[src/ipt_pkg.sv]
// ==============================
// inverted page table MMU package
// table geometry, PTE layout, hash rule,
// register offsets and command codes
// ==============================

package ipt_pkg;

	// table geometry
	localparam int IPT_IDX_W      = 10;
	localparam int IPT_ENTRIES    = 1 << IPT_IDX_W;
	localparam int IPT_OFS_W      = 13;
	localparam int IPT_VPN_W      = 19;
	localparam int IPT_ASID_W     = 8;
	localparam int IPT_PA_W       = IPT_IDX_W + IPT_OFS_W;
	localparam int IPT_STEP       = 65;
	localparam int IPT_MAX_PROBES = 8;
	localparam int IPT_CNT_W      = $clog2(IPT_MAX_PROBES + 1);

	// APB register port, word offsets sit in paddr[3:2]
	localparam int IPT_APB_AW = 4;
	localparam int IPT_APB_DW = 32;

	localparam logic [1:0] REG_CMD  = 2'd0;
	localparam logic [1:0] REG_SLOT = 2'd1;
	localparam logic [1:0] REG_PTE  = 2'd2;
	localparam logic [1:0] REG_STAT = 2'd3;

	localparam int STAT_FOUND_BIT = 0;
	localparam int STAT_BUSY_BIT  = 1;

	// drwx holds dirty, read, write, execute from the top
	typedef struct packed {
		logic [IPT_ASID_W-1:0] asid;
		logic                  last;
		logic [IPT_VPN_W-1:0]  vpn;
		logic [3:0]            drwx;
	} pte_t;

	typedef enum logic [1:0] {
		CMD_NONE   = 2'd0,
		CMD_UPDATE = 2'd1,
		CMD_PROBE  = 2'd2
	} cmd_e;

	// sec selects the secondary slot, later probes step from there
	function automatic logic [IPT_IDX_W-1:0] ipt_hash(input logic [IPT_ASID_W-1:0] asid,
		input logic [IPT_VPN_W-1:0] vpn, input logic sec);
		return {sec, asid[2:0], vpn[5:0]};
	endfunction

endpackage

[src/ipt_if.sv]


interface ipt_cmd_if;
	ipt_pkg::cmd_e                 cmd;
	logic                          go;
	ipt_pkg::pte_t                 pte;
	logic                          busy;
	logic                          done;
	logic                          found;
	logic [ipt_pkg::IPT_IDX_W-1:0] slot;
	ipt_pkg::pte_t                 res_pte;

	modport regs (output cmd, go, pte, input busy, done, found, slot, res_pte);
	modport walk (input cmd, go, pte, output busy, done, found, slot, res_pte);
endinterface

[src/ipt_apb_regs.sv]
// ==============================
// APB register slave
// staged PTE, command issue with wait
// states and the probe result registers
// ==============================

module ipt_apb_regs (
	input  logic                           clk,
	input  logic                           rst,
	input  logic                           psel_i,
	input  logic                           penable_i,
	input  logic                           pwrite_i,
	input  logic [ipt_pkg::IPT_APB_AW-1:0] paddr_i,
	input  logic [ipt_pkg::IPT_APB_DW-1:0] pwdata_i,
	output logic [ipt_pkg::IPT_APB_DW-1:0] prdata_o,
	output logic                           pready_o,
	ipt_cmd_if.regs                        cmd
);

	logic [1:0]                    word;
	logic                          access;
	logic                          cmd_wr;
	logic                          cmd_ok;
	logic                          pend;
	logic                          init_done;
	logic                          found_q;
	logic [ipt_pkg::IPT_IDX_W-1:0] slot_q;
	ipt_pkg::pte_t                 stage;

	assign word   = paddr_i[3:2];
	assign access = psel_i & penable_i;
	assign cmd_ok = (pwdata_i[1:0] == ipt_pkg::CMD_UPDATE) |
		(pwdata_i[1:0] == ipt_pkg::CMD_PROBE);
	assign cmd_wr = access & pwrite_i & (word == ipt_pkg::REG_CMD) & cmd_ok;

	// go fires once per command write, the walker is idle by then
	assign cmd.go  = cmd_wr & ~pend & ~cmd.busy & init_done;
	assign cmd.cmd = ipt_pkg::cmd_e'(pwdata_i[1:0]);
	assign cmd.pte = stage;

	// a command write waits for done, everything else only for the sweep
	assign pready_o = cmd_wr ? (pend & cmd.done) : init_done;

	always_ff @(posedge clk) begin
		if (rst) begin
			pend <= 1'b0;
			init_done <= 1'b0;
			found_q <= 1'b0;
			slot_q <= '0;
			stage <= '0;
		end else begin
			if (!cmd.busy)
				init_done <= 1'b1;
			if (cmd.go)
				pend <= 1'b1;
			else if (cmd.done)
				pend <= 1'b0;
			if (cmd.done) begin
				found_q <= cmd.found;
				slot_q <= cmd.slot;
			end
			// a successful command reports back the entry it found or wrote
			if (cmd.done && cmd.found)
				stage <= cmd.res_pte;
			else if (access && pwrite_i && init_done && word == ipt_pkg::REG_PTE)
				stage <= pwdata_i;
		end
	end

	always_comb begin
		prdata_o = '0;
		case (word)
			ipt_pkg::REG_SLOT: prdata_o[ipt_pkg::IPT_IDX_W-1:0] = slot_q;
			ipt_pkg::REG_PTE:  prdata_o = stage;
			ipt_pkg::REG_STAT: begin
				prdata_o[ipt_pkg::STAT_FOUND_BIT] = found_q;
				prdata_o[ipt_pkg::STAT_BUSY_BIT] = cmd.busy;
			end
			default: prdata_o = '0;
		endcase
	end

endmodule

[src/flat_wrapper.sv]
// flat-port wrapper written by rule: the top's interface ports become plain ports
module ipt_apb_regs_flat 
  (clk, rst, psel_i, penable_i, pwrite_i, paddr_i, pwdata_i, prdata_o, pready_o, cmd_cmd, cmd_go, cmd_pte, cmd_busy, cmd_done, cmd_found, cmd_slot, cmd_res_pte);
  ipt_cmd_if cmd_i ();
  input  logic clk;
  input  logic rst;
  input  logic psel_i;
  input  logic penable_i;
  input  logic pwrite_i;
  input  logic [ipt_pkg::IPT_APB_AW-1:0] paddr_i;
  input  logic [ipt_pkg::IPT_APB_DW-1:0] pwdata_i;
  output logic [ipt_pkg::IPT_APB_DW-1:0] prdata_o;
  output logic pready_o;
  output wire logic [$bits(cmd_i.cmd)-1:0] cmd_cmd;
  output wire logic [$bits(cmd_i.go)-1:0] cmd_go;
  output wire logic [$bits(cmd_i.pte)-1:0] cmd_pte;
  input wire logic [$bits(cmd_i.busy)-1:0] cmd_busy;
  input wire logic [$bits(cmd_i.done)-1:0] cmd_done;
  input wire logic [$bits(cmd_i.found)-1:0] cmd_found;
  input wire logic [$bits(cmd_i.slot)-1:0] cmd_slot;
  input wire logic [$bits(cmd_i.res_pte)-1:0] cmd_res_pte;
  assign cmd_cmd = cmd_i.cmd;
  assign cmd_go = cmd_i.go;
  assign cmd_pte = cmd_i.pte;
  assign cmd_i.busy = cmd_busy;
  assign cmd_i.done = cmd_done;
  assign cmd_i.found = cmd_found;
  assign cmd_i.slot = cmd_slot;
  assign cmd_i.res_pte = cmd_res_pte;
  ipt_apb_regs u_core (.clk(clk), .rst(rst), .psel_i(psel_i), .penable_i(penable_i), .pwrite_i(pwrite_i), .paddr_i(paddr_i), .pwdata_i(pwdata_i), .prdata_o(prdata_o), .pready_o(pready_o), .cmd(cmd_i));
endmodule
[config.mk]
export PLATFORM = sky130hd
export DESIGN_NAME = ipt_apb_regs_flat
export DESIGN_NICKNAME = d
export VERILOG_FILES = /design/src/ipt_pkg.sv /design/src/ipt_if.sv /design/src/ipt_apb_regs.sv /design/src/flat_wrapper.sv
export SDC_FILE = /design/constraint.sdc
export NUM_CORES = 1
export LEC_CHECK = 0
export ABC_AREA = 1
export BUFFER_PORTS_ARGS = -buffer_cell sky130_fd_sc_hd__buf_2
export CAP_MARGIN = 5
export CORE_AREA = 2 2 120 64
export DETAILED_ROUTE_END_ITERATION = 12
export DIE_AREA = 0 0 122 66
export HOLD_SLACK_MARGIN = 0.06
export PLACE_DENSITY = 0.77
export SLEW_MARGIN = 30
export SYNTH_ARGS = -nofsm -noshare
export SYNTH_HDL_FRONTEND = slang
export SYNTH_SLANG_ARGS = --single-unit
[constraint.sdc]
create_clock -name clk -period 3.1 [get_ports clk]
set_clock_uncertainty 0.2 [all_clocks]
set_input_delay 0.155 -clock clk [delete_from_list [all_inputs] [get_ports clk]]
set_output_delay 0.155 -clock clk [all_outputs]
set_load 0.01 [all_outputs]
==> run_results.csv, run 1 <==
group,metric,value,unit
grt,antenna_found_initial,0,
synth,synth_compound_area_share,4.970,%
finish,drive_gt1_share,24.42,%
routing,detail_route.wl_per_cell,11.87,um
timing,fin_tns_setup,0,ps
clocking,cts_htree_levels,2,
routing,viasPerCell,4.495,
worst_setup_path,cp_max_fo,37,
synth,synth_top_family_by_area,"simple AND/OR/NAND/NOR gates",
timing,timing.fmax,486.4,MHz
synth,synth_mux_area_share,0,%
timing,rsz0062_at_grt,"false",
clocking,path_clk_slew,70,ps
worst_setup_path,startpoint_type,"input pin",
pwr,p_leak,2.661,nW
grt,grt_overflow,0,
timing,finalHoldViolCount,0,
finish,antenna_cells,0,
finish,nNetsFinal,774,
finish,area_growth,62.87,%
grt,grt_pass1_vias,3300,
timing,post-route-period-util,66.32,%
synth,synthAdderAreaFrac,2.344,%
routing,wl,9.259,mm
finish,mostFrequentLayoutCells,"211 x nand2_1, 151 x buf_2, 83 x nor2_1, 76 x dlygate4sd3_1, 64 x inv_1",
grt,grt.busiest_layer,"met2",
floorplan,io_pins,154,
clocking,clock_sinks,45,
synth,yosys.area.top_type_share,33.76,%
synth,yosysWarnings,0,
finish,utilization,61.93,%
grt,grt_use_met2,41.55,%
clocking,cts_tree,"done",
synth,syn_area_per_cell,5.666,sq um
routing,drcViolationCount,0,
routing,drtAntennaViolNets,0,
floorplan,die-area,8052,sq um
grt,grt_max_degree,61,
clocking,cts_root_buf,"clkbuf_16",
floorplan,die_w,122,um
synth,ys_seq_area_share,33.76,%
finish,seq_area,900.9,sq um
synth,yosys.area_share.simple,43.98,%
worst_setup_path,crit_arrival,2060,ps
run_status,status,"complete, no violations",
timing,holdWs,132.4,ps
timing,worstMarginPinSlew,852.4,ps
synth,synth_nets,562,
grt,use_met3,5.172,%
finish,nFillCells,621,
floorplan,initial_utilization,38.02,%
synth,syn_area,2669,sq um
placement,portBuffers,151,
synth,synth_area_leaders,"dfxtp_1 34%, nand2_1 30%, nor2_1 12%",
synth,synth_xor_area_share,0,%
worst_setup_path,end_kind,"flop",
timing,setup_viol_count_final,0,
grt,grt_usage,22.63,%
finish,multiInputGateArea,1369,sq um
synth,synth_top_area_cell,"dfxtp_1",
clocking,numCtsBuffers,5,
placement,gp_congestion,0.8306,
floorplan,die_y,66,um
worst_setup_path,required,3110,ps
grt,grt_util_met1,27.00,%
pwr,report.power.total,0.001670,W
run,drv_cap,0,
timing,max_slew_margin,43.11,%
synth,synthesis.instances,471,
placement,dp_hpwl,5.616,mm
routing,num_vias,3506,
routing,first_pass_iters,5,
worst_hold_path,min_path_type,"in -> reg",
pwr,power_density,384.2,nW/um^2
synth,ys_seq_elements,45,
routing,drtIter0Drc,244,
worst_setup_path,worst-setup-path-type,"in -> reg",
grt,grt_pass1_wl,14.35,mm
floorplan,core,7019,sq um
timing,fin_crit,2056,ps
clocking,cts_resized,0,
synth,synth_cell_types,19,
pwr,ir_drop,214.8,uV
timing,maxSlewViolCount,0,
floorplan,row_count,22,
clocking,clock_path_buffers,2,
clocking,clk_latency,280,ps
finish,final_common_cell,"nand2_1",
## report_power, final
part / internal (W) / switching (W) / total, W
Clock: 0.000382 / 0.000229 / 0.000611
Sequential: 0.000619 / 0.0000297 / 0.000649
Combinational: 0.000204 / 0.000206 / 0.000410
## synthesized netlist by cell type (all sizes together)
cell and count:
ha 5, nor3 1, a21boi 1, clkbuf 9, buf 16, nand3 6, nor2 85, nand2 213
dfxtp 45, inv 65, a21oi 13, o21ai 12
## kinds of logic (layout without fill, tap and decap cells)
kind of cell / Yosys count / count (layout)
DFF: 45 / 45
buffers and inverters: 90 / 303
AOI/OAI and AO/OA: 26 / 26
and+or+nand+nor: 305 / 305
adders and majority gates: 5 / 5
## metrics by stage
step                      instance area, sq um  setup slack (ps)  std cells
after CTS                                 4347              1133        780
after detailed placement                  3415             942.6        696
after global placement                    3415             989.9        696
final                                     4347              1044        780
after floorplan                           2669              1726        471
after global routing                      4347             937.2        780
## layout make-up
cell class,instances,area share (%)
Clock inverter,3,1.065
Sequential cell,45,20.73
Multi-Input combinational cell,336,31.49
Clock buffer,5,2.879
Tap cell,96,2.763
Timing Repair Buffer,230,35.41
Inverter,65,5.671
## registers in the layout, summed over array words and instances, names as in the netlist
name and flops:
u_core.slot_q 10, u_core.pend 1, u_core.cmd.pte 32, u_core.init_done 1
u_core.found_q 1
## what timing repair did
item / in CTS / in global routing
buffers inserted: 0 / 0
hold buffers: 76 / 0
hold endpoints to repair: 45 / 0
## path summary, 6_finish.rpt
check | from | end | slack, ps | depth (start not counted)
max | cmd_done | u_core.cmd.pte[0] | 1040 | 8
min reg2reg | u_core.found_q | u_core.found_q | 280 | 2
max reg2reg | u_core.init_done | u_core.cmd.pte[1] | 1390 | 5
min | cmd_done | u_core.slot_q[5] | 130 | 3
## worst max-delay path, stage by stage
cell and delay [ps]:
buf_2 240, nand2_4 300, inv_4 400, nand2_1 120, nand2_1 80, dlygate4sd3_1 550, nand2_1 60, a21oi_1 150
## layer usage
layer | part of all wire, % | wire [um]
met4 | 1.3 | 118
met2 | 47 | 4372
met5 | 0 | 0
met3 | 7.5 | 697
met1 | 44 | 4072
(Power assumes the default switching activity.)
==> run 2, diff against run 1 <==
ABC_AREA = 0   (was 1)
CORE_AREA = 2 2 127 67   (was 2 2 120 64)
DIE_AREA = 0 0 129 69   (was 0 0 122 66)
PLACE_DENSITY = 0.76   (was 0.77)
clock period = 2 ns   (was 3.1 ns; I/O delays follow)
==> run 2 against run 1 <==
Net effect:
- cell area up 7.9%
- combinational power rose by 67%
- core utilization is 1.8 points lower
- synthesized cell count shrank 37%
- global-route usage is 0.40 points higher
- synthesized area is 11% higher
- first-iteration DRC count down 27%
- largest cell class is now multi-input combinational cells
==> run_results.csv, run 2 <==
group,metric,value,unit
synth,synth_ff_type,"dfxtp_1",
worst_setup_path,cp-startpoint,"u_core.init_done",
synth,synth_top_area_cell,"dfxtp_1",
clocking,clock_sinks,45,
timing,setup_viol_count_final,0,
clocking,clk_latency,290,ps
routing,viasPerCell,5.213,
synth,synth.most_common_cell,"dfxtp_1",
synth,synth_edf_count,0,
grt,grt_overflow,0,
timing,finalHoldViolCount,0,
timing,rsz0062_at_grt,"true",
worst_hold_path,min_path_type,"in -> reg",
floorplan,io_pins,154,
synth,synth_compound_area_share,39.13,%
routing,detail_route.wl_per_cell,17.15,um
timing,maxSlewViolCount,0,
finish,area_growth,57.96,%
grt,grt_usage,23.03,%
worst_setup_path,startpoint_type,"flop",
timing,post-route-period-util,97.41,%
synth,synth_top_family_by_area,"compound AO/OA/AOI/OAI gates",
grt,antenna_found_initial,0,
routing,drtIter0Drc,179,
worst_hold_path,worstHoldStart,"pwdata_i[1]",
finish,antenna_cells,0,
timing,max_slew_margin,59.95,%
timing,timing.fmax,513.3,MHz
pwr,p_leak,2.065,nW
timing,holdWs,73.02,ps
finish,largest_register_ffs,32,
synth,synth_async_sr_flop_share,0,%
synth,synth_mux_area_share,3.707,%
worst_setup_path,end_kind,"flop",
placement,dpl.cell_count,538,
synth,synth_cell_types,30,
pwr,report.power.total,0.002767,W
routing,first_pass_iters,4,
timing,fin_crit,1948,ps
grt,grt_pass1_wl,16.26,mm
floorplan,core,7799,sq um
worst_setup_path,worst-setup-path-type,"reg -> reg",
routing,num_vias,3237,
routing,drcViolationCount,0,
routing,drtAntennaViolNets,0,
worst_setup_path,timing.rr.start,"u_core.init_done",
pwr,ir_drop,590.9,uV
clocking,cts_root_buf,"clkbuf_16",
finish,drive_gt1_share,47.35,%
run_status,status,"complete, no violations",
synth,ys_top_cells_by_count,"45 x dfxtp_1, 44 x nor2_1, 32 x o21ai_0, 30 x a211oi_2, 30 x a41oi_2",
synth,synth_xor_area_share,0.2949,%
clocking,cts_htree_levels,2,
synth,yosys.area_share.simple,14.11,%
finish,mostFrequentLayoutCells,"151 x buf_2, 75 x dlygate4sd3_1, 44 x nor2_1, 44 x dfxtp_1, 32 x o21ai_0",
synth,synthAdderAreaFrac,2.106,%
placement,gp_congestion,0.8305,
floorplan,row_count,23,
floorplan,die_y,69,um
grt,grt_max_degree,36,
synth,syn_area,2970,sq um
finish,utilization,60.16,%
synth,synth_area_leaders,"dfxtp_1 30%, a41oi_2 16%, a211oi_2 13%",
finish,nFillCells,649,
synth,synthesis.instances,297,
worst_hold_path,holdPathStages,4,
synth,yosysWarnings,0,
timing,worstMarginPinSlew,600.7,ps
floorplan,initial_utilization,38.09,%
floorplan,die_w,129,um
finish,final_common_cell,"buf_2",
finish,final_cells,621,
worst_setup_path,crit_arrival,1970,ps
worst_setup_path,cp_max_fo,18,
worst_setup_path,required,2020,ps
placement,dp_hpwl,6.774,mm
grt,grt_pass1_vias,3161,
run,drv_cap,0,
synth,yosys.area.top_type_share,30.33,%
finish,nNetsFinal,599,
synth,synth_nets,388,
routing,wl,10.65,mm
floorplan,die-area,8901,sq um
clocking,clock_path_buffers,2,
clocking,numCtsBuffers,5,
placement,portBuffers,151,
clocking,cts_tree,"done",
worst_setup_path,worstRegToRegCells,4,
synth,ys_seq_area_share,30.33,%
synth,ys_seq_elements,45,
pwr,power_density,589.8,nW/um^2
synth,syn_area_per_cell,10.00,sq um
clocking,cts_resized,0,
clocking,cts_setup_buffers,0,
clocking,path_clk_slew,70,ps
run 2: cell count changes after synthesis, moves of 23 or more:
cell,before,now
nand2_1,211,3
a41oi_2,0,30
inv_1,64,4
and2_1,0,23
nor2_1,83,44
a211oi_2,0,30
run 2: path summary, 6_finish.rpt:
path,end,slack [ps]
max,u_core.cmd.pte[15],50
max reg2reg,u_core.cmd.pte[15],50
min,u_core.pend,70
min reg2reg,u_core.found_q,290
run 2: area by class of cell:
type                    instances  area (sq um)  share of cell area (%)
clock inverters                 3         65.06                   1.387
inverters                       4         15.01                  0.3200
clock buffers                   5         125.1                   2.667
well taps                     112         140.1                   2.987
flip-flops and latches         45         902.1                   19.23
repair buffers                242          1677                   35.73
multi-input cells             210          1768                   37.68
run 2: what timing repair did:
item / CTS / global route
hold endpoints to repair: 44 / 0
setup endpoints to repair: 0 / 1
hold buffers: 75 / 0
run 2: where the power goes:
part	leakage (nW)	internal (W)	total [W]	switching (W)
sequential	0.372	0.000955	0.00100	0.0000469
clock	0.0938	0.000714	0.00108	0.000366
combinational	1.60	0.000347	0.000684	0.000337
run 2: cells by family after synthesis:
kind of cell	Yosys count
buf+inv	42
compound gates	109
mux	11
flops	45
fa+ha+maj	5
simple gates	84
xor+xnor	1
run 2: worst max-delay path: stages, from the launching register on:
cell and delay, ps:
dfxtp_2 370, buf_4 320, a41oi_2 160, a211oi_2 240
dlygate4sd3_1 590
run 2: stage by stage:
| stage | instance area [sq um] | setup slack, ps | TNS (ps) |
|---|---|---|---|
| 6_report | 4692 | 51.87 | 0 |
| 5_1_grt | 4692 | -0.03886 | -0.03886 |
| 4_1_cts | 4692 | 94.09 | 0 |
| 3_5_place_dp | 3751 | 352.5 | 0 |
| 3_3_place_gp | 3751 | 378.6 | 0 |
| 2_1_floorplan | 2970 | 647.8 | 0 |
run 2: routing by layer:
metal | up-vias | track usage, % | routed length, um
met2 | 162 | 36.98 | 4686
met3 | 8 | 5.823 | 925
li1 | 1520 | - | -
met4 | 0 | 3.744 | 94
met5 | - | 0 | 0
met1 | 1547 | 31.73 | 4946
