===== src/ipt_pkg.sv =====
// ==============================
// inverted page table MMU package
// table geometry, PTE layout, hash rule,
// register offsets and command codes
// ==============================

package ipt_pkg;

	// table geometry
	localparam int IPT_IDX_W      = 10;
	localparam int IPT_ENTRIES    = 1 << IPT_IDX_W;
	localparam int IPT_OFS_W      = 13;
	localparam int IPT_VPN_W      = 19;
	localparam int IPT_ASID_W     = 8;
	localparam int IPT_PA_W       = IPT_IDX_W + IPT_OFS_W;
	localparam int IPT_STEP       = 65;
	localparam int IPT_MAX_PROBES = 8;
	localparam int IPT_CNT_W      = $clog2(IPT_MAX_PROBES + 1);

	// APB register port, word offsets sit in paddr[3:2]
	localparam int IPT_APB_AW = 4;
	localparam int IPT_APB_DW = 32;

	localparam logic [1:0] REG_CMD  = 2'd0;
	localparam logic [1:0] REG_SLOT = 2'd1;
	localparam logic [1:0] REG_PTE  = 2'd2;
	localparam logic [1:0] REG_STAT = 2'd3;

	localparam int STAT_FOUND_BIT = 0;
	localparam int STAT_BUSY_BIT  = 1;

	// drwx holds dirty, read, write, execute from the top
	typedef struct packed {
		logic [IPT_ASID_W-1:0] asid;
		logic                  last;
		logic [IPT_VPN_W-1:0]  vpn;
		logic [3:0]            drwx;
	} pte_t;

	typedef enum logic [1:0] {
		CMD_NONE   = 2'd0,
		CMD_UPDATE = 2'd1,
		CMD_PROBE  = 2'd2
	} cmd_e;

	// sec selects the secondary slot, later probes step from there
	function automatic logic [IPT_IDX_W-1:0] ipt_hash(input logic [IPT_ASID_W-1:0] asid,
		input logic [IPT_VPN_W-1:0] vpn, input logic sec);
		return {sec, asid[2:0], vpn[5:0]};
	endfunction

endpackage


===== src/ipt_if.sv =====
// ==============================
// table port and command exchange
// between the registers and the walker
// ==============================

interface ipt_tbl_if;
	logic [ipt_pkg::IPT_IDX_W-1:0] addr;
	logic                          we;
	ipt_pkg::pte_t                 wdata;
	// valid one cycle after addr
	ipt_pkg::pte_t                 rdata;

	modport ctrl (output addr, we, wdata, input rdata);
	modport mem  (input addr, we, wdata, output rdata);
endinterface

interface ipt_cmd_if;
	ipt_pkg::cmd_e                 cmd;
	logic                          go;
	ipt_pkg::pte_t                 pte;
	logic                          busy;
	logic                          done;
	logic                          found;
	logic [ipt_pkg::IPT_IDX_W-1:0] slot;
	ipt_pkg::pte_t                 res_pte;

	modport regs (output cmd, go, pte, input busy, done, found, slot, res_pte);
	modport walk (input cmd, go, pte, output busy, done, found, slot, res_pte);
endinterface


===== src/ipt_walk_ctrl.sv =====
// ==============================
// table walk controller
// serves translations and commands,
// probes slot by slot, writes entries
// ==============================

module ipt_walk_ctrl (
	input  logic                            clk,
	input  logic                            rst,
	input  logic                            req_valid_i,
	output logic                            req_ready_o,
	input  logic                            priv_i,
	input  logic [ipt_pkg::IPT_ASID_W-1:0]  asid_i,
	input  logic [31:0]                     vadr_i,
	input  logic                            we_i,
	input  logic                            exec_i,
	input  logic                            init_busy_i,
	ipt_tbl_if.ctrl                         tbl,
	ipt_cmd_if.walk                         cmd,
	output logic                            seq_load_o,
	output logic                            seq_next_o,
	output logic [ipt_pkg::IPT_ASID_W-1:0]  seq_asid_o,
	output logic [ipt_pkg::IPT_VPN_W-1:0]   seq_vpn_o,
	input  logic [ipt_pkg::IPT_IDX_W-1:0]   seq_slot_i,
	input  logic                            seq_exhausted_i,
	output logic [ipt_pkg::IPT_OFS_W-1:0]   chk_ofs_o,
	output logic                            chk_we_o,
	output logic                            chk_exec_o,
	input  logic [ipt_pkg::IPT_PA_W-1:0]    chk_padr_i,
	input  logic                            chk_rdv_i,
	input  logic                            chk_wrv_i,
	input  logic                            chk_exv_i,
	output logic                            resp_valid_o,
	output logic [ipt_pkg::IPT_PA_W-1:0]    padr_o,
	output logic                            fault_o,
	output logic                            rdv_o,
	output logic                            wrv_o,
	output logic                            exv_o
);

	typedef enum logic [2:0] {
		ST_INIT, ST_IDLE, ST_READ, ST_CMP, ST_WRITE, ST_RESP
	} state_e;

	state_e                         state;
	ipt_pkg::cmd_e                  op;
	logic                           accept;
	logic                           hit;
	logic                           empty;
	logic [ipt_pkg::IPT_ASID_W-1:0] key_asid;
	logic [ipt_pkg::IPT_VPN_W-1:0]  key_vpn;
	ipt_pkg::pte_t                  stage;

	// ============================
	// handshakes and table port
	// ============================

	assign req_ready_o = (state == ST_IDLE) & ~cmd.go;
	assign accept      = req_valid_i & req_ready_o;
	assign cmd.busy    = (state != ST_IDLE);
	assign cmd.done    = (state == ST_RESP) & (op != ipt_pkg::CMD_NONE);
	assign resp_valid_o = (state == ST_RESP) & (op == ipt_pkg::CMD_NONE);

	assign seq_asid_o = cmd.go ? cmd.pte.asid : asid_i;
	assign seq_vpn_o  = cmd.go ? cmd.pte.vpn : vadr_i[31:13];
	assign seq_load_o = cmd.go | (accept & ~priv_i);
	assign seq_next_o = (state == ST_CMP) & ~hit & ~empty & ~seq_exhausted_i;

	assign tbl.addr  = seq_slot_i;
	assign tbl.we    = (state == ST_WRITE);
	assign tbl.wdata = stage;

	assign empty = (tbl.rdata.drwx[2:0] == 3'b000);
	assign hit   = ~empty & (tbl.rdata.asid == key_asid) & (tbl.rdata.vpn == key_vpn);

	// request payload, held for the whole walk
	always_ff @(posedge clk) begin
		if (cmd.go) begin
			key_asid <= cmd.pte.asid;
			key_vpn <= cmd.pte.vpn;
			stage <= cmd.pte;
		end else if (accept) begin
			key_asid <= asid_i;
			key_vpn <= vadr_i[31:13];
			chk_ofs_o <= vadr_i[ipt_pkg::IPT_OFS_W-1:0];
			chk_we_o <= we_i;
			chk_exec_o <= exec_i;
		end
	end

	// ============================
	// walk FSM
	// ============================

	always_ff @(posedge clk) begin
		if (rst) begin
			state <= ST_INIT;
			op <= ipt_pkg::CMD_NONE;
			cmd.found <= 1'b0;
			cmd.slot <= '0;
			cmd.res_pte <= '0;
			padr_o <= '0;
			fault_o <= 1'b0;
			rdv_o <= 1'b0;
			wrv_o <= 1'b0;
			exv_o <= 1'b0;
		end else begin
			case (state)
				ST_INIT: if (!init_busy_i) state <= ST_IDLE;
				ST_IDLE: begin
					if (cmd.go) begin
						op <= cmd.cmd;
						state <= ST_READ;
					end else if (accept) begin
						op <= ipt_pkg::CMD_NONE;
						if (priv_i) begin
							// machine mode goes straight through
							padr_o <= vadr_i[ipt_pkg::IPT_PA_W-1:0];
							fault_o <= 1'b0;
							rdv_o <= 1'b0;
							wrv_o <= 1'b0;
							exv_o <= 1'b0;
							state <= ST_RESP;
						end else begin
							state <= ST_READ;
						end
					end
				end
				ST_READ: state <= ST_CMP;
				ST_CMP: begin
					if (hit || empty || seq_exhausted_i) begin
						state <= ST_RESP;
						cmd.slot <= seq_slot_i;
						case (op)
							ipt_pkg::CMD_UPDATE: begin
								cmd.found <= hit | empty;
								cmd.res_pte <= (hit | empty) ? stage : '0;
								if (hit || empty)
									state <= ST_WRITE;
							end
							ipt_pkg::CMD_PROBE: begin
								cmd.found <= hit;
								cmd.res_pte <= hit ? tbl.rdata : '0;
							end
							default: begin
								padr_o <= hit ? chk_padr_i : '0;
								fault_o <= ~hit;
								rdv_o <= hit & chk_rdv_i;
								wrv_o <= hit & chk_wrv_i;
								exv_o <= hit & chk_exv_i;
							end
						endcase
					end else begin
						state <= ST_READ;
					end
				end
				ST_WRITE: state <= ST_RESP;
				ST_RESP:  state <= ST_IDLE;
				default:  state <= ST_INIT;
			endcase
		end
	end

endmodule

===== src/flat_wrapper.sv =====
// flat-port wrapper written by rule: the top's interface ports become plain ports
module ipt_walk_ctrl_flat 
  (clk, rst, req_valid_i, req_ready_o, priv_i, asid_i, vadr_i, we_i, exec_i, init_busy_i, seq_load_o, seq_next_o, seq_asid_o, seq_vpn_o, seq_slot_i, seq_exhausted_i, chk_ofs_o, chk_we_o, chk_exec_o, chk_padr_i, chk_rdv_i, chk_wrv_i, chk_exv_i, resp_valid_o, padr_o, fault_o, rdv_o, wrv_o, exv_o, tbl_addr, tbl_we, tbl_wdata, tbl_rdata, cmd_cmd, cmd_go, cmd_pte, cmd_busy, cmd_done, cmd_found, cmd_slot, cmd_res_pte);
  ipt_tbl_if tbl_i ();
  ipt_cmd_if cmd_i ();
  input  logic clk;
  input  logic rst;
  input  logic req_valid_i;
  output logic req_ready_o;
  input  logic priv_i;
  input  logic [ipt_pkg::IPT_ASID_W-1:0] asid_i;
  input  logic [31:0] vadr_i;
  input  logic we_i;
  input  logic exec_i;
  input  logic init_busy_i;
  output logic seq_load_o;
  output logic seq_next_o;
  output logic [ipt_pkg::IPT_ASID_W-1:0] seq_asid_o;
  output logic [ipt_pkg::IPT_VPN_W-1:0] seq_vpn_o;
  input  logic [ipt_pkg::IPT_IDX_W-1:0] seq_slot_i;
  input  logic seq_exhausted_i;
  output logic [ipt_pkg::IPT_OFS_W-1:0] chk_ofs_o;
  output logic chk_we_o;
  output logic chk_exec_o;
  input  logic [ipt_pkg::IPT_PA_W-1:0] chk_padr_i;
  input  logic chk_rdv_i;
  input  logic chk_wrv_i;
  input  logic chk_exv_i;
  output logic resp_valid_o;
  output logic [ipt_pkg::IPT_PA_W-1:0] padr_o;
  output logic fault_o;
  output logic rdv_o;
  output logic wrv_o;
  output logic exv_o;
  output wire logic [$bits(tbl_i.addr)-1:0] tbl_addr;
  output wire logic [$bits(tbl_i.we)-1:0] tbl_we;
  output wire logic [$bits(tbl_i.wdata)-1:0] tbl_wdata;
  input wire logic [$bits(tbl_i.rdata)-1:0] tbl_rdata;
  input wire logic [$bits(cmd_i.cmd)-1:0] cmd_cmd;
  input wire logic [$bits(cmd_i.go)-1:0] cmd_go;
  input wire logic [$bits(cmd_i.pte)-1:0] cmd_pte;
  output wire logic [$bits(cmd_i.busy)-1:0] cmd_busy;
  output wire logic [$bits(cmd_i.done)-1:0] cmd_done;
  output wire logic [$bits(cmd_i.found)-1:0] cmd_found;
  output wire logic [$bits(cmd_i.slot)-1:0] cmd_slot;
  output wire logic [$bits(cmd_i.res_pte)-1:0] cmd_res_pte;
  assign tbl_addr = tbl_i.addr;
  assign tbl_we = tbl_i.we;
  assign tbl_wdata = tbl_i.wdata;
  assign tbl_i.rdata = tbl_rdata;
  assign cmd_i.cmd = cmd_cmd;
  assign cmd_i.go = cmd_go;
  assign cmd_i.pte = cmd_pte;
  assign cmd_busy = cmd_i.busy;
  assign cmd_done = cmd_i.done;
  assign cmd_found = cmd_i.found;
  assign cmd_slot = cmd_i.slot;
  assign cmd_res_pte = cmd_i.res_pte;
  ipt_walk_ctrl u_core (.clk(clk), .rst(rst), .req_valid_i(req_valid_i), .req_ready_o(req_ready_o), .priv_i(priv_i), .asid_i(asid_i), .vadr_i(vadr_i), .we_i(we_i), .exec_i(exec_i), .init_busy_i(init_busy_i), .tbl(tbl_i), .cmd(cmd_i), .seq_load_o(seq_load_o), .seq_next_o(seq_next_o), .seq_asid_o(seq_asid_o), .seq_vpn_o(seq_vpn_o), .seq_slot_i(seq_slot_i), .seq_exhausted_i(seq_exhausted_i), .chk_ofs_o(chk_ofs_o), .chk_we_o(chk_we_o), .chk_exec_o(chk_exec_o), .chk_padr_i(chk_padr_i), .chk_rdv_i(chk_rdv_i), .chk_wrv_i(chk_wrv_i), .chk_exv_i(chk_exv_i), .resp_valid_o(resp_valid_o), .padr_o(padr_o), .fault_o(fault_o), .rdv_o(rdv_o), .wrv_o(wrv_o), .exv_o(exv_o));
endmodule

===== config.mk =====
export PLATFORM = sky130hd
export DESIGN_NAME = ipt_walk_ctrl_flat
export DESIGN_NICKNAME = d
export VERILOG_FILES = /design/src/ipt_pkg.sv /design/src/ipt_if.sv /design/src/ipt_walk_ctrl.sv /design/src/flat_wrapper.sv
export SDC_FILE = /design/constraint.sdc
export NUM_CORES = 1
export LEC_CHECK = 0
export ABC_AREA = 1
export CORE_ASPECT_RATIO = 1.75
export CORE_MARGIN = 2
export CORE_UTILIZATION = 47
export CTS_BUF_LIST = sky130_fd_sc_hd__clkbuf_8
export CTS_CLUSTER_SIZE = 8
export DETAILED_ROUTE_END_ITERATION = 8
export DONT_BUFFER_PORTS = 1
export GPL_TIMING_DRIVEN = 0
export HOLD_SLACK_MARGIN = 0.1
export PLACE_DENSITY = 0.7
export SYNTH_ARGS = -nofsm -noshare
export SYNTH_HDL_FRONTEND = slang
export SYNTH_SLANG_ARGS = --single-unit

===== constraint.sdc =====
create_clock -name clk -period 3.2 [get_ports clk]
set_input_delay 0.64 -clock clk [delete_from_list [all_inputs] [get_ports clk]]
set_output_delay 0.64 -clock clk [all_outputs]
set_load 0.05 [all_outputs]

==> results_dict.tcl <==
set metrics [dict create \
    outcome "complete, no violations" \
    wl_per_cell_microns 19.1 \
    ctsHoldBuffers 0 \
    postCtsSetupBuffers 0 \
    die_y_microns 171 \
    drt-met1-wl_mm 7.59 \
    port_buffers 0 \
    path_delay_family "simple AND/OR/NAND/NOR gates" \
    antenna_found_initial 0 \
    crit_type "reg2out" \
    viasPerCell 5.24 \
    clock_latency_ps 460 \
    rsz0062_at_grt "false" \
    drv_slew 0 \
    synth_edf_count 74 \
    async_flop_share 0 \
    min-delay-start "rst" \
    dpl.hpwl_mm 18.5 \
    yosysTopAreaCell "edfxtp_1" \
    synth_nets 1153 \
    synth_area_per_cell_sq_um 7.49 \
    internal-power_mw 3.12 \
    cts-buffers-inserted 17 \
    cts.clk_slew.worst_paths_ps 80 \
    worstMarginPinSlew_ps 1160 \
    layout_min_cycle_time_ps 3050 \
    initial_core_util 0.476 \
    rrSetupSlack_ps 730 \
    final_hold_viol_count 0 \
    r2r-end "u_core.padr_o[21]" \
    yosys-top-cells-area "edfxtp_1, dfxtp_1, nand2_1" \
    p_sw_mw 1.81 \
    crit_path_start_kind "flop" \
    clock-sinks 149 \
    die_area_sq_um 17000 \
    grt_pass1_wl_mm 34.9 \
    track_usage 0.275 \
    crit_buf_inv 2 \
    critical_path_arrival_ps 2410 \
    grt_max_degree 35 \
    vias 6476 \
    drtIter0Drc 269 \
    pwr-share-comb 0.173 \
    power_density_nw_per_um2 596 \
    top_layer "met4" \
    routed_wl_mm 23.6 \
    rr_startpoint "u_core.state[0]" \
    p_leak_nw 3.86 \
    hold_slack_ps 242 \
    yosysMostFrequentCell "nand2_1" \
    fillCellCount 1522 \
    synth_seq_cells 149 \
    cts.path.max_buffers 2 \
    ys_top_cells_by_count "nand2_1, nor2_1, inv_1" \
    endpoint_kind "primary output" \
    rows 61 \
    ios 312 \
    synth_cell_type_count 32 \
    cp.depth 9 \
    ys.flop_type "dfxtp_1" \
    dieWidth_microns 99.4 \
    syn-cell-area_sq_um 7480 \
    htreeDepth 4 \
    antenna_cells 0 \
    gp_congestion 0.926 \
    required_ps 2560 \
    drive_gt1_frac 0.0935 \
    seqPwrFrac 0.539 \
    cp_slowest_stage_delay_ps 430 \
    clockPowerShare 0.288 \
    maxSlewHeadroom 0.223 \
    cp_cell_sequence "xnor2_1, nand2_1, nor2_1, nand2_1, nor2_1, nand2_1, nand4_4, buf_4, clkinvlp_4" \
    remaining_drc_errors 0 \
    r2r_cells 10 \
    crit_slowest_cell "edfxtp_1" \
    fin_skew_ps 16.9 \
    ir_drop_mv 0.322 \
    cp_max_fo 10 \
    ys_seq_area_frac 0.498 \
    p_sw_frac 0.368 \
    cts_root_buf "clkbuf_8" \
    dr_wl_met2_mm 12.8 \
    synthCells 999 \
    cts_tree "built" \
    core-area_sq_um 15700 \
    fmax_mhz 328 \
    drtAntennaViolNets 0 \
    hold-path-endpoint "u_core.op[1]" \
    synthDominantCellAreaShare 0.297 \
    ys_warn_count 0 \
    grt-ovfl-total 0 \
    hold_path_class "in2reg" \
    setup_viol 0 \
    cap_violations 0 \
    hold_depth 1 \
    grt_pass1_vias 6483 \
    period_share 0.952 \
    utilization 0.526 \
    wl_met3_mm 2.16 \
    cp_common_cell "nand2_1" \
    syn2layout_area_growth_pct 10.6 \
    dr.pass1.iters 5 \
    nNetsFinal 1189 \
]
-- cell usage in the layout, fill, tap and decap left out, types with 2 or more instances in the layout --
cell	Yosys	layout
buf_6	6	8
nor2_1	181	181
xor2_1	5	5
clkbuf_8	0	17
ha_1	3	3
nand3_1	65	65
xnor2_1	19	14
o21ai_0	22	13
nor2_4	2	2
inv_1	98	98
clkinv_1	4	6
nand2_1	322	322
clkinvlp_4	0	5
inv_2	6	6
buf_4	16	23
o21ai_1	0	9
buf_2	14	14
buf_1	9	17
clkinv_2	0	4
dfxtp_1	75	75
nand4_1	3	3
bufinv_16	0	2
a21boi_1	12	12
clkbuf_1	12	10
edfxtp_1	74	74
inv_6	0	2
a21oi_1	40	40
xnor2_2	0	5
-- worst register-to-register path, cell delays in order (launching register included) --
cell and delay (ps):
dfxtp_1 400, inv_2 80, nor2_4 130, nand2_4 170
nor2_8 290, nand2_2 190, a211oi_4 560, buf_6 230
nand3_1 180, nand2_1 110, nor2_1 40
-- worst max path at each step --
stage                     to  slack, ps          startpoint
2_1_floorplan     seq_load_o        360     u_core.state[0]
3_3_place_gp      seq_load_o       -520              cmd_go
3_5_place_dp   seq_asid_o[0]       -300              cmd_go
4_1_cts           seq_next_o         10   u_core.key_vpn[5]
5_1_grt           seq_next_o          4  u_core.key_asid[1]
6_report          seq_next_o        150   u_core.key_vpn[3]
-- per-stage QoR --
step	worst slack (ps)	TNS, ps	power (mW)	cells	area (sq um)
CTS	9.74	0	4.95	1236	8200
floorplan	359	0	3.32	999	7480
global placement	-524	-3220	3.51	1188	7720
detailed placement	-300	-2180	3.54	1205	7830
global route	3.84	0	5.15	1237	8280
finish	153	0	4.93	1237	8280
-- area by class of cell --
| class | count | area (sq um) | share of cell area |
|---|---|---|---|
| repair buffers | 18 | 133 | 0.0160 |
| inverters | 108 | 409 | 0.0494 |
| clock inverters | 15 | 139 | 0.0168 |
| well taps | 189 | 236 | 0.0286 |
| flip-flops and latches | 149 | 3720 | 0.450 |
| plain buffers | 56 | 334 | 0.0404 |
| multi-input cells | 685 | 3070 | 0.371 |
| clock buffers | 17 | 234 | 0.0283 |
-- layer usage --
layer  global-route usage  vias to the layer above
met5                    0                        -
met4                0.142                        0
met3               0.0997                       65
met2                0.509                      326
met1                0.261                     2918
li1                     -                     3167
-- power groups by stage --
| stage | clock network, mW | logic, mW | registers [mW] |
|---|---|---|---|
| after global routing | 1.54 | 0.935 | 2.67 |
| final | 1.42 | 0.854 | 2.66 |
| after global placement | 0 | 0.812 | 2.69 |
| after CTS | 1.45 | 0.844 | 2.66 |
| after floorplan | 0 | 0.659 | 2.66 |
| after detailed placement | 0 | 0.841 | 2.70 |
-- flip-flops by register name, indices dropped and copies added, names as in the netlist, 2 cells and up --
name and count:
u_core.tbl.wdata 32, u_core.chk_ofs_o 13, u_core.key_asid 8, u_core.padr_o 23, u_core.op 2, u_core.key_vpn 19, u_core.state 3, u_core.cmd.slot 10
u_core.cmd.res_pte 32
-- kinds of logic after synthesis --
| kind of cell | count (synthesis) | synth area share |
|---|---|---|
| AOI/OAI and AO/OA | 78 | 0.0590 |
| xor gates and xnor gates | 24 | 0.0281 |
| adders and majority gates | 3 | 0.00502 |
| buffers and inverters | 165 | 0.0992 |
| DFF | 149 | 0.498 |
| and+or+nand+nor | 580 | 0.311 |
-- timing repair --
item / CTS / global route
resized for setup: 1 / 7
cloned: 0 / 0
setup endpoints to repair: 10 / 1
Power figures use the tool's default switching activity.
