File: config.mk
export PLATFORM = sky130hd
export DESIGN_NAME = ipt_probe_seq
export DESIGN_NICKNAME = d
export VERILOG_FILES = /design/src/ipt_pkg.sv /design/src/ipt_probe_seq.sv
export SDC_FILE = /design/constraint.sdc
export NUM_CORES = 1
export LEC_CHECK = 0
export CAP_MARGIN = 20
export CORE_MARGIN = 2
export CORE_UTILIZATION = 59
export DETAILED_ROUTE_END_ITERATION = 7
export DONT_BUFFER_PORTS = 1
export PLACE_DENSITY = 0.79
export SYNTH_ARGS = -nofsm -noshare
export SYNTH_HDL_FRONTEND = slang
export SYNTH_SLANG_ARGS = --single-unit
File: constraint.sdc
create_clock -name clk -period 1.92 [get_ports clk]
set_input_delay 0.096 -clock clk [delete_from_list [all_inputs] [get_ports clk]]
set_output_delay 0.096 -clock clk [all_outputs]
set_load 0.01 [all_outputs]
File: src/ipt_pkg.sv
// ==============================
// inverted page table MMU package
// table geometry, PTE layout, hash rule,
// register offsets and command codes
// ==============================

package ipt_pkg;

	// table geometry
	localparam int IPT_IDX_W      = 10;
	localparam int IPT_ENTRIES    = 1 << IPT_IDX_W;
	localparam int IPT_OFS_W      = 13;
	localparam int IPT_VPN_W      = 19;
	localparam int IPT_ASID_W     = 8;
	localparam int IPT_PA_W       = IPT_IDX_W + IPT_OFS_W;
	localparam int IPT_STEP       = 65;
	localparam int IPT_MAX_PROBES = 8;
	localparam int IPT_CNT_W      = $clog2(IPT_MAX_PROBES + 1);

	// APB register port, word offsets sit in paddr[3:2]
	localparam int IPT_APB_AW = 4;
	localparam int IPT_APB_DW = 32;

	localparam logic [1:0] REG_CMD  = 2'd0;
	localparam logic [1:0] REG_SLOT = 2'd1;
	localparam logic [1:0] REG_PTE  = 2'd2;
	localparam logic [1:0] REG_STAT = 2'd3;

	localparam int STAT_FOUND_BIT = 0;
	localparam int STAT_BUSY_BIT  = 1;

	// drwx holds dirty, read, write, execute from the top
	typedef struct packed {
		logic [IPT_ASID_W-1:0] asid;
		logic                  last;
		logic [IPT_VPN_W-1:0]  vpn;
		logic [3:0]            drwx;
	} pte_t;

	typedef enum logic [1:0] {
		CMD_NONE   = 2'd0,
		CMD_UPDATE = 2'd1,
		CMD_PROBE  = 2'd2
	} cmd_e;

	// sec selects the secondary slot, later probes step from there
	function automatic logic [IPT_IDX_W-1:0] ipt_hash(input logic [IPT_ASID_W-1:0] asid,
		input logic [IPT_VPN_W-1:0] vpn, input logic sec);
		return {sec, asid[2:0], vpn[5:0]};
	endfunction

endpackage

File: src/ipt_probe_seq.sv
// ==============================
// probe slot sequencer
// primary hash, secondary hash, then
// steps of IPT_STEP modulo the table size
// ==============================

module ipt_probe_seq (
	input  logic                             clk,
	input  logic                             rst,
	input  logic                             load_i,
	input  logic                             next_i,
	input  logic [ipt_pkg::IPT_ASID_W-1:0]   asid_i,
	input  logic [ipt_pkg::IPT_VPN_W-1:0]    vpn_i,
	output logic [ipt_pkg::IPT_IDX_W-1:0]    slot_o,
	output logic                             exhausted_o
);

	logic [ipt_pkg::IPT_CNT_W-1:0] cnt;

	always_ff @(posedge clk) begin
		if (rst) begin
			slot_o <= '0;
			cnt <= '0;
		end else if (load_i) begin
			slot_o <= ipt_pkg::ipt_hash(asid_i, vpn_i, 1'b0);
			cnt <= ipt_pkg::IPT_CNT_W'(1);
		end else if (next_i && !exhausted_o) begin
			cnt <= cnt + 1'b1;
			// the primary slot always has a zero top bit
			if (cnt == ipt_pkg::IPT_CNT_W'(1))
				slot_o <= {1'b1, slot_o[ipt_pkg::IPT_IDX_W-2:0]};
			else
				slot_o <= slot_o + ipt_pkg::IPT_IDX_W'(ipt_pkg::IPT_STEP);
		end
	end

	assign exhausted_o = (cnt == ipt_pkg::IPT_CNT_W'(ipt_pkg::IPT_MAX_PROBES));

endmodule

==> impl_metrics.toml, run 1 <==
[status]
status = "finished clean"

[setup_path]
end_kind = "flop"
crit_type = "reg2reg"
path_buf_inv = 1
ff2ff_path_depth = 6
critPathMaxFanout = 8
path_delay_family = "compound AO/OA/AOI/OAI gates"
start_kind = "flop"
r2r_end = "slot_o[7]"
cp-startpoint = "cnt[0]"
arrival_ps = 1970
crit_chain = "inv_1, ha_1, mux2i_4, o21ai_2, or3_1, a311oi_1"
cp_slowest_cell = "dfxtp_1"
worstPathRequired_ps = 2100
r2r_setup_slack_ps = 130
reg2reg_from = "cnt[0]"
max_stage_delay_ps = 390

[timing]
setup_slack_ps = 134
worst_slew_pin_slew_ps = 448
slew_headroom_pct = 70.1
min_period_over_period_pct = 93.0
setup-tns-final_ps = 0
rsz0062_at_grt = "false"
drv_slew = 0
setup_viol = 0
min_period_ps = 1790
finalHoldViolCount = 0
skew_ps = 2.08
fmax_mhz = 560

[global_routing]
grt_max_degree = 18
grt_pass1_wl_mm = 2.43
antenna_found_initial = 0
grt_use_total_pct = 23.0
grt_pass1_vias = 567
gr-total-overflow = 0

[clocking]
clk-insertion-delay-late_ps = 270
root_buffer = "clkbuf_4"
cts_tree = "yes"
clock-sinks = 14
cts_buffers = 3
path_clk_slew_ps = 80
htree_levels = 1
cts.path.max_buffers = 2

[finish]
final_util_pct = 72.8
mostFrequentLayoutCells = "dfxtp_1 (14), nor2_1 (11), dlygate4sd3_1 (10)"
final_nets = 141
syn_to_final_growth_pct = 17.6
layout-drive-gt1-share_pct = 5.77
final_common_cell = "dfxtp_1"
multi_input_area_um2 = 488
fin_area_um2 = 936
diodes = 0
fin_cells = 119
fillers = 97
seq_area_um2 = 280

[pwr]
swShare_pct = 27.3
internal-power_uw = 431
switching_power_uw = 162
combPwrFrac_pct = 16.9
cellPowerDensity_nw_per_um2 = 634
power_frac_clock_pct = 26.2
vdd_drop_max_mv = 0.397
p_seq_share_pct = 56.9
power_leakage_uw = 0.000351

[drt]
post_drt_wl_per_cell_um = 14.2
routed_wl_mm = 1.69
final_antenna_net_count = 0
drtIter0Drc = 7
viasPerCell = 6.10
via_count = 726
drc = 0
drt_first_pass_iters = 4

[floorplanning]
dieWidth_um = 40.7
core_region_area_um2 = 1280
pin_count = 42
die_area_um2 = 1660
initial_utilization_pct = 61.9
die_h_um = 40.7
row_count = 13

[synthesis]
synth_compound_area_share_pct = 20.3
synthAdderAreaFrac_pct = 6.29
synthCells = 94
ys_seq_area_share_pct = 35.2
ys_ff_latch = 14
yosysUniqueCellTypes = 32
synth_mux_area_share_pct = 4.25
syn-cell-area_um2 = 796
synthSimpleGateAreaFrac_pct = 22.8
synth_xor_xnor_area_share_pct = 6.60
syn_area_per_cell_um2 = 8.47
ys_warn_count = 0
syn-num-nets = 129
synth_top_family_by_area = "simple AND/OR/NAND/NOR gates"

[hold_path]
min-delay-start = "rst"
min_path_cells = 2
hold_path.class = "in2reg"
hold_path_end = "cnt[2]"

[placed_design]
gp_congestion = 0.634
place_hpwl_mm = 1.14
placed_cells = 106
dp_slack_ps = 76.8
port_buffers = 0
place_area_um2 = 805

[flow_run]
drv_cap = 0
logic make-up after synthesis:
logic type	Yosys count
AOI/OAI and AO/OA	24
xor gates and xnor gates	6
adders and majority gates	4
buffers and inverters	9
DFF	14
muxes	3
and+or+nand+nor	34
repair_timing:
item / in CTS / in global routing
gates resized for setup: 0 / 1
hold buffers: 10 / 0
setup buffers: 0 / 0
endpoints found under the hold margin: 12 / 0
endpoints found under the setup margin: 0 / 2
per-layer routing:
| layer | global-route usage (%) | vias up | part of all wire [%] |
|---|---|---|---|
| met4 | 12.5 | 0 | 1.0 |
| met5 | 0 | - | 0 |
| met2 | 40.1 | 19 | 52 |
| li1 | - | 365 | - |
| met1 | 25.9 | 340 | 42 |
| met3 | 4.89 | 2 | 4.7 |
state kept, by name (all words and copies together), names as in the netlist:
signal and flops:
slot_o 10, cnt 4
synthesized netlist by cell type, drive strengths merged:
cell | n | share of area (%)
a211oi | 5 | 4.7
a21oi | 3 | 1.9
a311oi | 3 | 3.3
a31oi | 1 | 0.79
and2 | 2 | 1.6
and3 | 1 | 0.79
and4 | 3 | 3.3
buf | 2 | 1.3
clkbuf | 2 | 0.94
clkinv | 1 | 0.47
dfxtp | 14 | 35
ha | 4 | 6.3
inv | 4 | 1.9
mux2i | 3 | 4.2
nand2 | 5 | 2.4
nand2b | 2 | 1.6
nand3 | 1 | 0.63
nand4 | 1 | 0.79
nor2 | 11 | 5.2
nor2b | 1 | 0.79
nor3 | 2 | 1.3
nor3b | 1 | 0.94
nor4 | 1 | 0.79
o211ai | 2 | 1.9
o21ai | 8 | 5.5
o31a | 2 | 2.2
or3 | 2 | 1.6
or4b | 1 | 1.3
xnor2 | 1 | 1.1
xor2 | 5 | 5.5
layout make-up:
| class | count | area share (%) |
|---|---|---|
| Clock buffer | 3 | 2.41 |
| Inverter | 5 | 2.01 |
| Multi-Input combinational cell | 71 | 52.1 |
| Sequential cell | 14 | 29.9 |
| Tap cell | 15 | 2.01 |
| Timing Repair Buffer | 11 | 11.5 |
stage by stage:
| stage | total power (µW) | hold slack [ps] |
|---|---|---|
| 2_1_floorplan | 407 | 168 |
| 3_3_place_gp | 416 | 167 |
| 3_5_place_dp | 420 | 169 |
| 4_1_cts | 597 | 9.46 |
| 5_1_grt | 627 | 13.6 |
| 6_report | 593 | 16.8 |
how the worst max path moves through the flow:
stage,to,slack [ps],cells after the start
floorplan,slot_o[9],250,6
global placement,slot_o[7],150,6
detailed placement,slot_o[7],80,6
CTS,slot_o[7],50,6
global route,slot_o[7],6,6
finish,slot_o[7],130,6
power groups by stage:
stage          combinational [µW]  sequential [µW]  clock (µW)
5_1_grt                       114              340         173
2_1_floorplan                68.1              339           0
4_1_cts                      96.8              337         163
3_5_place_dp                 75.5              344           0
3_3_place_gp                 72.2              344           0
6_report                      100              337         156
(Power assumes the default switching activity.)
==> run 2, diff against run 1 <==
--- a/config.mk
+++ b/config.mk
@@ -5,12 +5,13 @@
 export SDC_FILE = /design/constraint.sdc
 export NUM_CORES = 1
 export LEC_CHECK = 0
+export ABC_AREA = 1
 export CAP_MARGIN = 20
 export CORE_MARGIN = 2
-export CORE_UTILIZATION = 59
+export CORE_UTILIZATION = 60
 export DETAILED_ROUTE_END_ITERATION = 7
 export DONT_BUFFER_PORTS = 1
-export PLACE_DENSITY = 0.79
+export PLACE_DENSITY = 0.8
 export SYNTH_ARGS = -nofsm -noshare
 export SYNTH_HDL_FRONTEND = slang
 export SYNTH_SLANG_ARGS = --single-unit
==> constraint.sdc (replaced) <==
create_clock -name clk -period 2.05 [get_ports clk]
set_input_delay 0.1025 -clock clk [delete_from_list [all_inputs] [get_ports clk]]
set_output_delay 0.1025 -clock clk [all_outputs]
set_load 0.01 [all_outputs]
==> impl_metrics.toml, run 2 <==
[finish]
final_util_pct = 67.0
final_common_cell = "nand2_1"
largest_reg_flops = 10
fin_area_um2 = 986
syn_to_final_growth_pct = 6.78
mostFrequentLayoutCells = "nand2_1 (38), inv_1 (16), nor2_1 (14), dfxtp_1 (14)"
reg.largest.list = "slot_o (10), cnt (4)"
diodes = 0
final_nets = 179
fin_cells = 159
layout-drive-gt1-share_pct = 11.9
regMostFlops = "slot_o"

[pwr]
power_leakage_uw = 0.000450
power_frac_clock_pct = 33.6
vdd_drop_max_mv = 0.494
internal-power_uw = 433
swShare_pct = 29.1
switching_power_uw = 178
cellPowerDensity_nw_per_um2 = 619
p_seq_share_pct = 51.1
combPwrFrac_pct = 15.3

[global_routing]
gr-total-overflow = 0
grt_pass1_vias = 851
antenna_found_initial = 0
grt_pass1_wl_mm = 3.39
grt_use_total_pct = 24.2
grt_max_degree = 13

[clocking]
cts_buffers = 3
cts_setup_buffers = 0
root_buffer = "clkbuf_4"
cts_tree = "yes"
clock-sinks = 14
path_clk_slew_ps = 90
cts.path.max_buffers = 2
clk-insertion-delay-late_ps = 290
htree_levels = 1

[hold_path]
hold_path.class = "in2reg"
min-delay-start = "next_i"
min_path_cells = 2
hold_path_end = "cnt[3]"

[timing]
rsz0062_at_grt = "false"
finalHoldViolCount = 0
slew_headroom_pct = 67.8
worst_slew_pin_slew_ps = 482
min_period_over_period_pct = 70.1
hold_ws_ps = 4.11
fmax_mhz = 696
setup-tns-final_ps = 0
min_period_ps = 1440
skew_ps = 9.31
drv_slew = 0
setup_viol = 0

[floorplanning]
core_region_area_um2 = 1470
dieWidth_um = 43.2
row_count = 14
pin_count = 42
initial_utilization_pct = 62.8
die_h_um = 43.2
die_area_um2 = 1870

[drt]
wl_met1_um = 811
route.met3.wl_um = 100
wl_met2_um = 922
routed_wl_mm = 1.89
drc = 0
final_antenna_net_count = 0
drt_first_pass_iters = 4
top_layer = "met4"
post_drt_wl_per_cell_um = 11.9
drtIter0Drc = 12
via_count = 890
viasPerCell = 5.60

[synthesis]
synth_top_family_by_area = "simple AND/OR/NAND/NOR gates"
ys_ff_latch = 14
synth_commonest_cells = "nand2_1 (38), inv_1 (16), dfxtp_1 (14), nor2_1 (14)"
synth_xor_xnor_area_share_pct = 0
synth_compound_area_share_pct = 12.9
synth_mux_area_share_pct = 0
synth_enable_flop_cells = 0
synthCells = 139
synth_top_area_share_pct = 30.4
syn_area_per_cell_um2 = 6.64
synth.most_common_cell = "nand2_1"
ys_top_cells_by_area = "dfxtp_1 (30%), nand2_1 (15%), inv_1 (6.5%), nor2_1 (5.7%), nand3_4 (5.7%)"
synth_ff_type = "dfxtp_1"
syn-cell-area_um2 = 923
yosysUniqueCellTypes = 24
ys_warn_count = 0
ys_seq_area_share_pct = 30.4
synth_top_area_cell = "dfxtp_1"
synthSimpleGateAreaFrac_pct = 41.7
async_reset_ff_share_pct = 0
syn-num-nets = 174
synthAdderAreaFrac_pct = 5.42

[setup_path]
crit_path_frequent_cell = "nand2_1"
r2r_end = "slot_o[9]"
worstPathRequired_ps = 2250
crit_type = "reg2reg"
ff2ff_path_depth = 10
critPathMaxFanout = 5
end_kind = "flop"
cp_slowest_cell = "dfxtp_1"
arrival_ps = 1640
max_stage_delay_ps = 410
start_kind = "flop"
reg2reg_from = "cnt[0]"
crit_chain = "inv_1, ha_1, nand3_4, nand2_1, nor2_1, nand2_1, nand2_1, nand3_1, nand2_1, inv_1"
r2r_setup_slack_ps = 610

[placed_design]
place_hpwl_mm = 1.48
gp_congestion = 0.863
port_buffers = 0
placed_cells = 153
place_area_um2 = 930

[flow_run]
drv_cap = 0

[status]
status = "finished clean"
-- run 2: cell types whose count changed in the layout (fill, tap and decap cells not counted), sizes merged, moves of 3 or more --
cell         previous run  this run
nand2                   5        40
inv                     4        20
nand3                   1        13
dlygate4sd3            10         2
a21oi                   3        10
nor2                   11        17
a211oi                  5         0
xor2                    5         0
a311oi                  3         0
and4                    3         0
mux2i                   3         0
-- run 2: cell type report --
| class | count | area, µm² |
|---|---|---|
| Fill cell | 140 | 485 |
| Clock buffer | 4 | 36.3 |
| Sequential cell | 14 | 280 |
| Timing Repair Buffer | 2 | 20.0 |
| Multi-Input combinational cell | 103 | 554 |
| Inverter | 20 | 75.1 |
| Tap cell | 16 | 20.0 |
-- run 2: per-stage QoR --
stage | setup WS, ps | power [µW]
3_5_place_dp | 617 | 405
2_1_floorplan | 738 | 393
4_1_cts | 596 | 616
3_3_place_gp | 640 | 401
5_1_grt | 432 | 641
6_report | 613 | 611
-- run 2: what timing repair did --
item	4_1_cts	5_1_grt
hold buffers	2	0
endpoints found under the setup margin	0	0
endpoints found under the hold margin	12	0
resized for setup	0	0
-- run 2: power groups by stage --
stage	Sequential, µW	Combinational (µW)	Clock (µW)
CTS	312	94.4	210
detailed placement	319	86.6	0
global route	315	110	216
finish	312	93.7	205
floorplan	314	79.2	0
global placement	318	83.4	0
-- run 2: kinds of logic after synthesis --
kind of cell / Yosys count
adders and majority gates: 4
AOI/OAI and AO/OA: 22
buffers and inverters: 22
DFF: 14
and+or+nand+nor: 77
-- run 2: how the worst max path moves through the flow --
stage	to	startpoint	slack, ps	depth (start not counted)
after floorplan	slot_o[9]	cnt[0]	740	10
after global placement	slot_o[9]	cnt[0]	640	10
after detailed placement	slot_o[9]	cnt[0]	620	10
after CTS	slot_o[9]	cnt[0]	600	10
after global routing	slot_o[3]	cnt[0]	430	7
final	slot_o[9]	cnt[0]	610	10
-- run 2: layer usage --
layer  up-vias  track usage, %
li1        456               -
met1       410            26.9
met2        19            40.9
met3         5            5.53
met4         0            15.2
met5         -               0
-- run 2: critical path: cells and delay by family, from the launching register on --
family | cells | cell delay, ps
flip-flops | 1 | 410
adder cells (fa/ha/maj) | 1 | 230
buffers and inverters | 2 | 120
AND/OR/NAND/NOR | 7 | 600
==> run 3, diff against run 2 <==
==> constraint.sdc (replaced) <==
create_clock -name clk -period 1.5 [get_ports clk]
set_input_delay 0.075 -clock clk [delete_from_list [all_inputs] [get_ports clk]]
set_output_delay 0.075 -clock clk [all_outputs]
set_load 0.01 [all_outputs]
==> impl_metrics.toml, run 3 (same netlist as run 2, synthesis figures left out) <==
[floorplanning]
pin_count = 42
initial_utilization_pct = 62.8
core_region_area_um2 = 1470
dieWidth_um = 43.2
die_h_um = 43.2
row_count = 14
die_area_um2 = 1870

[timing]
finalHoldViolCount = 3
rsz0062_at_grt = "false"
setup_viol = 0
skew_ps = 7.26
hold_ws_ps = -11.0
min_period_ps = 1360
drv_slew = 0
setup-tns-final_ps = 0
fmax_mhz = 734
min_period_over_period_pct = 90.8
worst_slew_pin_slew_ps = 476
slew_headroom_pct = 68.2

[finish]
layout-drive-gt1-share_pct = 16.2
largest_reg_flops = 10
final_nets = 184
regMostFlops = "slot_o"
fillers = 123
multi_input_area_um2 = 564
syn_to_final_growth_pct = 12.7
fin_area_um2 = 1040
reg.largest.list = "slot_o (10), cnt (4)"
seq_area_um2 = 283
diodes = 0
fin_cells = 164
final_common_cell = "nand2_1"
mostFrequentLayoutCells = "nand2_1 (37), inv_1 (16), nor2_1 (13)"

[status]
violations = "hold timing"
status = "complete, but fails checks"

[drt]
viasPerCell = 5.56
drc = 0
drt_first_pass_iters = 4
drtIter0Drc = 7
routed_wl_mm = 2.12
final_antenna_net_count = 0
via_count = 912
post_drt_wl_per_cell_um = 12.9

[pwr]
power_leakage_uw = 0.000475
vdd_drop_max_mv = 0.648
finalPower_uw = 856
cellPowerDensity_nw_per_um2 = 822

[flow_run]
drv_cap = 0

[clocking]
path_clk_slew_ps = 90
cts_tree = "yes"
clk-insertion-delay-late_ps = 290
clock-sinks = 14
root_buffer = "clkbuf_4"
cts.path.max_buffers = 2
htree_levels = 1
cts_setup_buffers = 0
cts_buffers = 3

[setup_path]
ff2ff_path_depth = 9
end_kind = "flop"
arrival_ps = 1600
worstPathRequired_ps = 1730
cp-startpoint = "cnt[0]"
start_kind = "flop"
critPathMaxFanout = 5
reg2reg_from = "cnt[0]"
r2r_end = "slot_o[6]"
r2r_setup_slack_ps = 140
crit_type = "reg2reg"

[placed_design]
placed_cells = 156
gp_congestion = 0.862
place_area_um2 = 952
port_buffers = 0
place_hpwl_mm = 1.53

[global_routing]
gr-total-overflow = 0
grt_max_degree = 13
grt_pass1_vias = 856
antenna_found_initial = 0
grt_pass1_wl_mm = 3.42
grt_use_total_pct = 24.6

[hold_path]
hold_path_end = "cnt[1]"
hold_path.class = "in2reg"
min-delay-start = "next_i"
min_path_cells = 2
-- run 3: worst max path at each step --
stage	end	slack, ps	cells after the start
6_report	slot_o[6]	140	9
3_3_place_gp	slot_o[9]	160	10
2_1_floorplan	slot_o[9]	190	10
5_1_grt	slot_o[4]	7	9
4_1_cts	slot_o[8]	80	8
3_5_place_dp	slot_o[9]	110	10
-- run 3: power by group --
| part | switching [µW] | total (µW) | leakage [µW] | internal [µW] |
|---|---|---|---|---|
| clock network | 135 | 283 | 0.0000210 | 148 |
| logic | 88.7 | 151 | 0.000338 | 62.2 |
| registers | 28.3 | 422 | 0.000116 | 393 |
| total | 252 | 856 | 0.000475 | 604 |
-- run 3: worst max-delay path, stage by stage (launching register included) --
cell and delay [ps]:
dfxtp_1 320, buf_4 140, ha_1 220, nand3_4 100, nand3_4 110, nor2_4 150, inv_2 50, nor2_1 80
nor2_1 50, nor2_1 80
-- run 3: timing repair --
item                       4_1_cts  5_1_grt
setup endpoints to repair        0        5
hold endpoints to repair        14        1
gates resized for setup          0        5
hold buffers                     3        1
-- run 3: stage by stage --
| step | hold WS, ps | util [%] | setup WS, ps |
|---|---|---|---|
| after floorplan | 234 | - | 188 |
| after global placement | 146 | 64.7 | 157 |
| after detailed placement | 148 | 64.7 | 105 |
| after CTS | 1.85 | 69.2 | 75.9 |
| after global routing | 8.72 | 70.7 | 7.37 |
| final | -11.0 | 70.7 | 138 |
-- run 3: routing by layer --
| layer | up-vias | part of all wire [%] | track usage [%] |
|---|---|---|---|
| met4 | 0 | 2.4 | 13.9 |
| li1 | 465 | - | - |
| met5 | - | 0 | 0 |
| met1 | 420 | 43 | 27.0 |
| met3 | 5 | 3.8 | 4.26 |
| met2 | 22 | 51 | 43.6 |
-- run 3: final cells by class --
cell class,count,share of cell area [%]
Timing Repair Buffer,7,6.01
Tap cell,16,1.92
Multi-Input combinational cell,103,54.2
Clock buffer,4,3.49
Inverter,20,7.21
Sequential cell,14,27.2
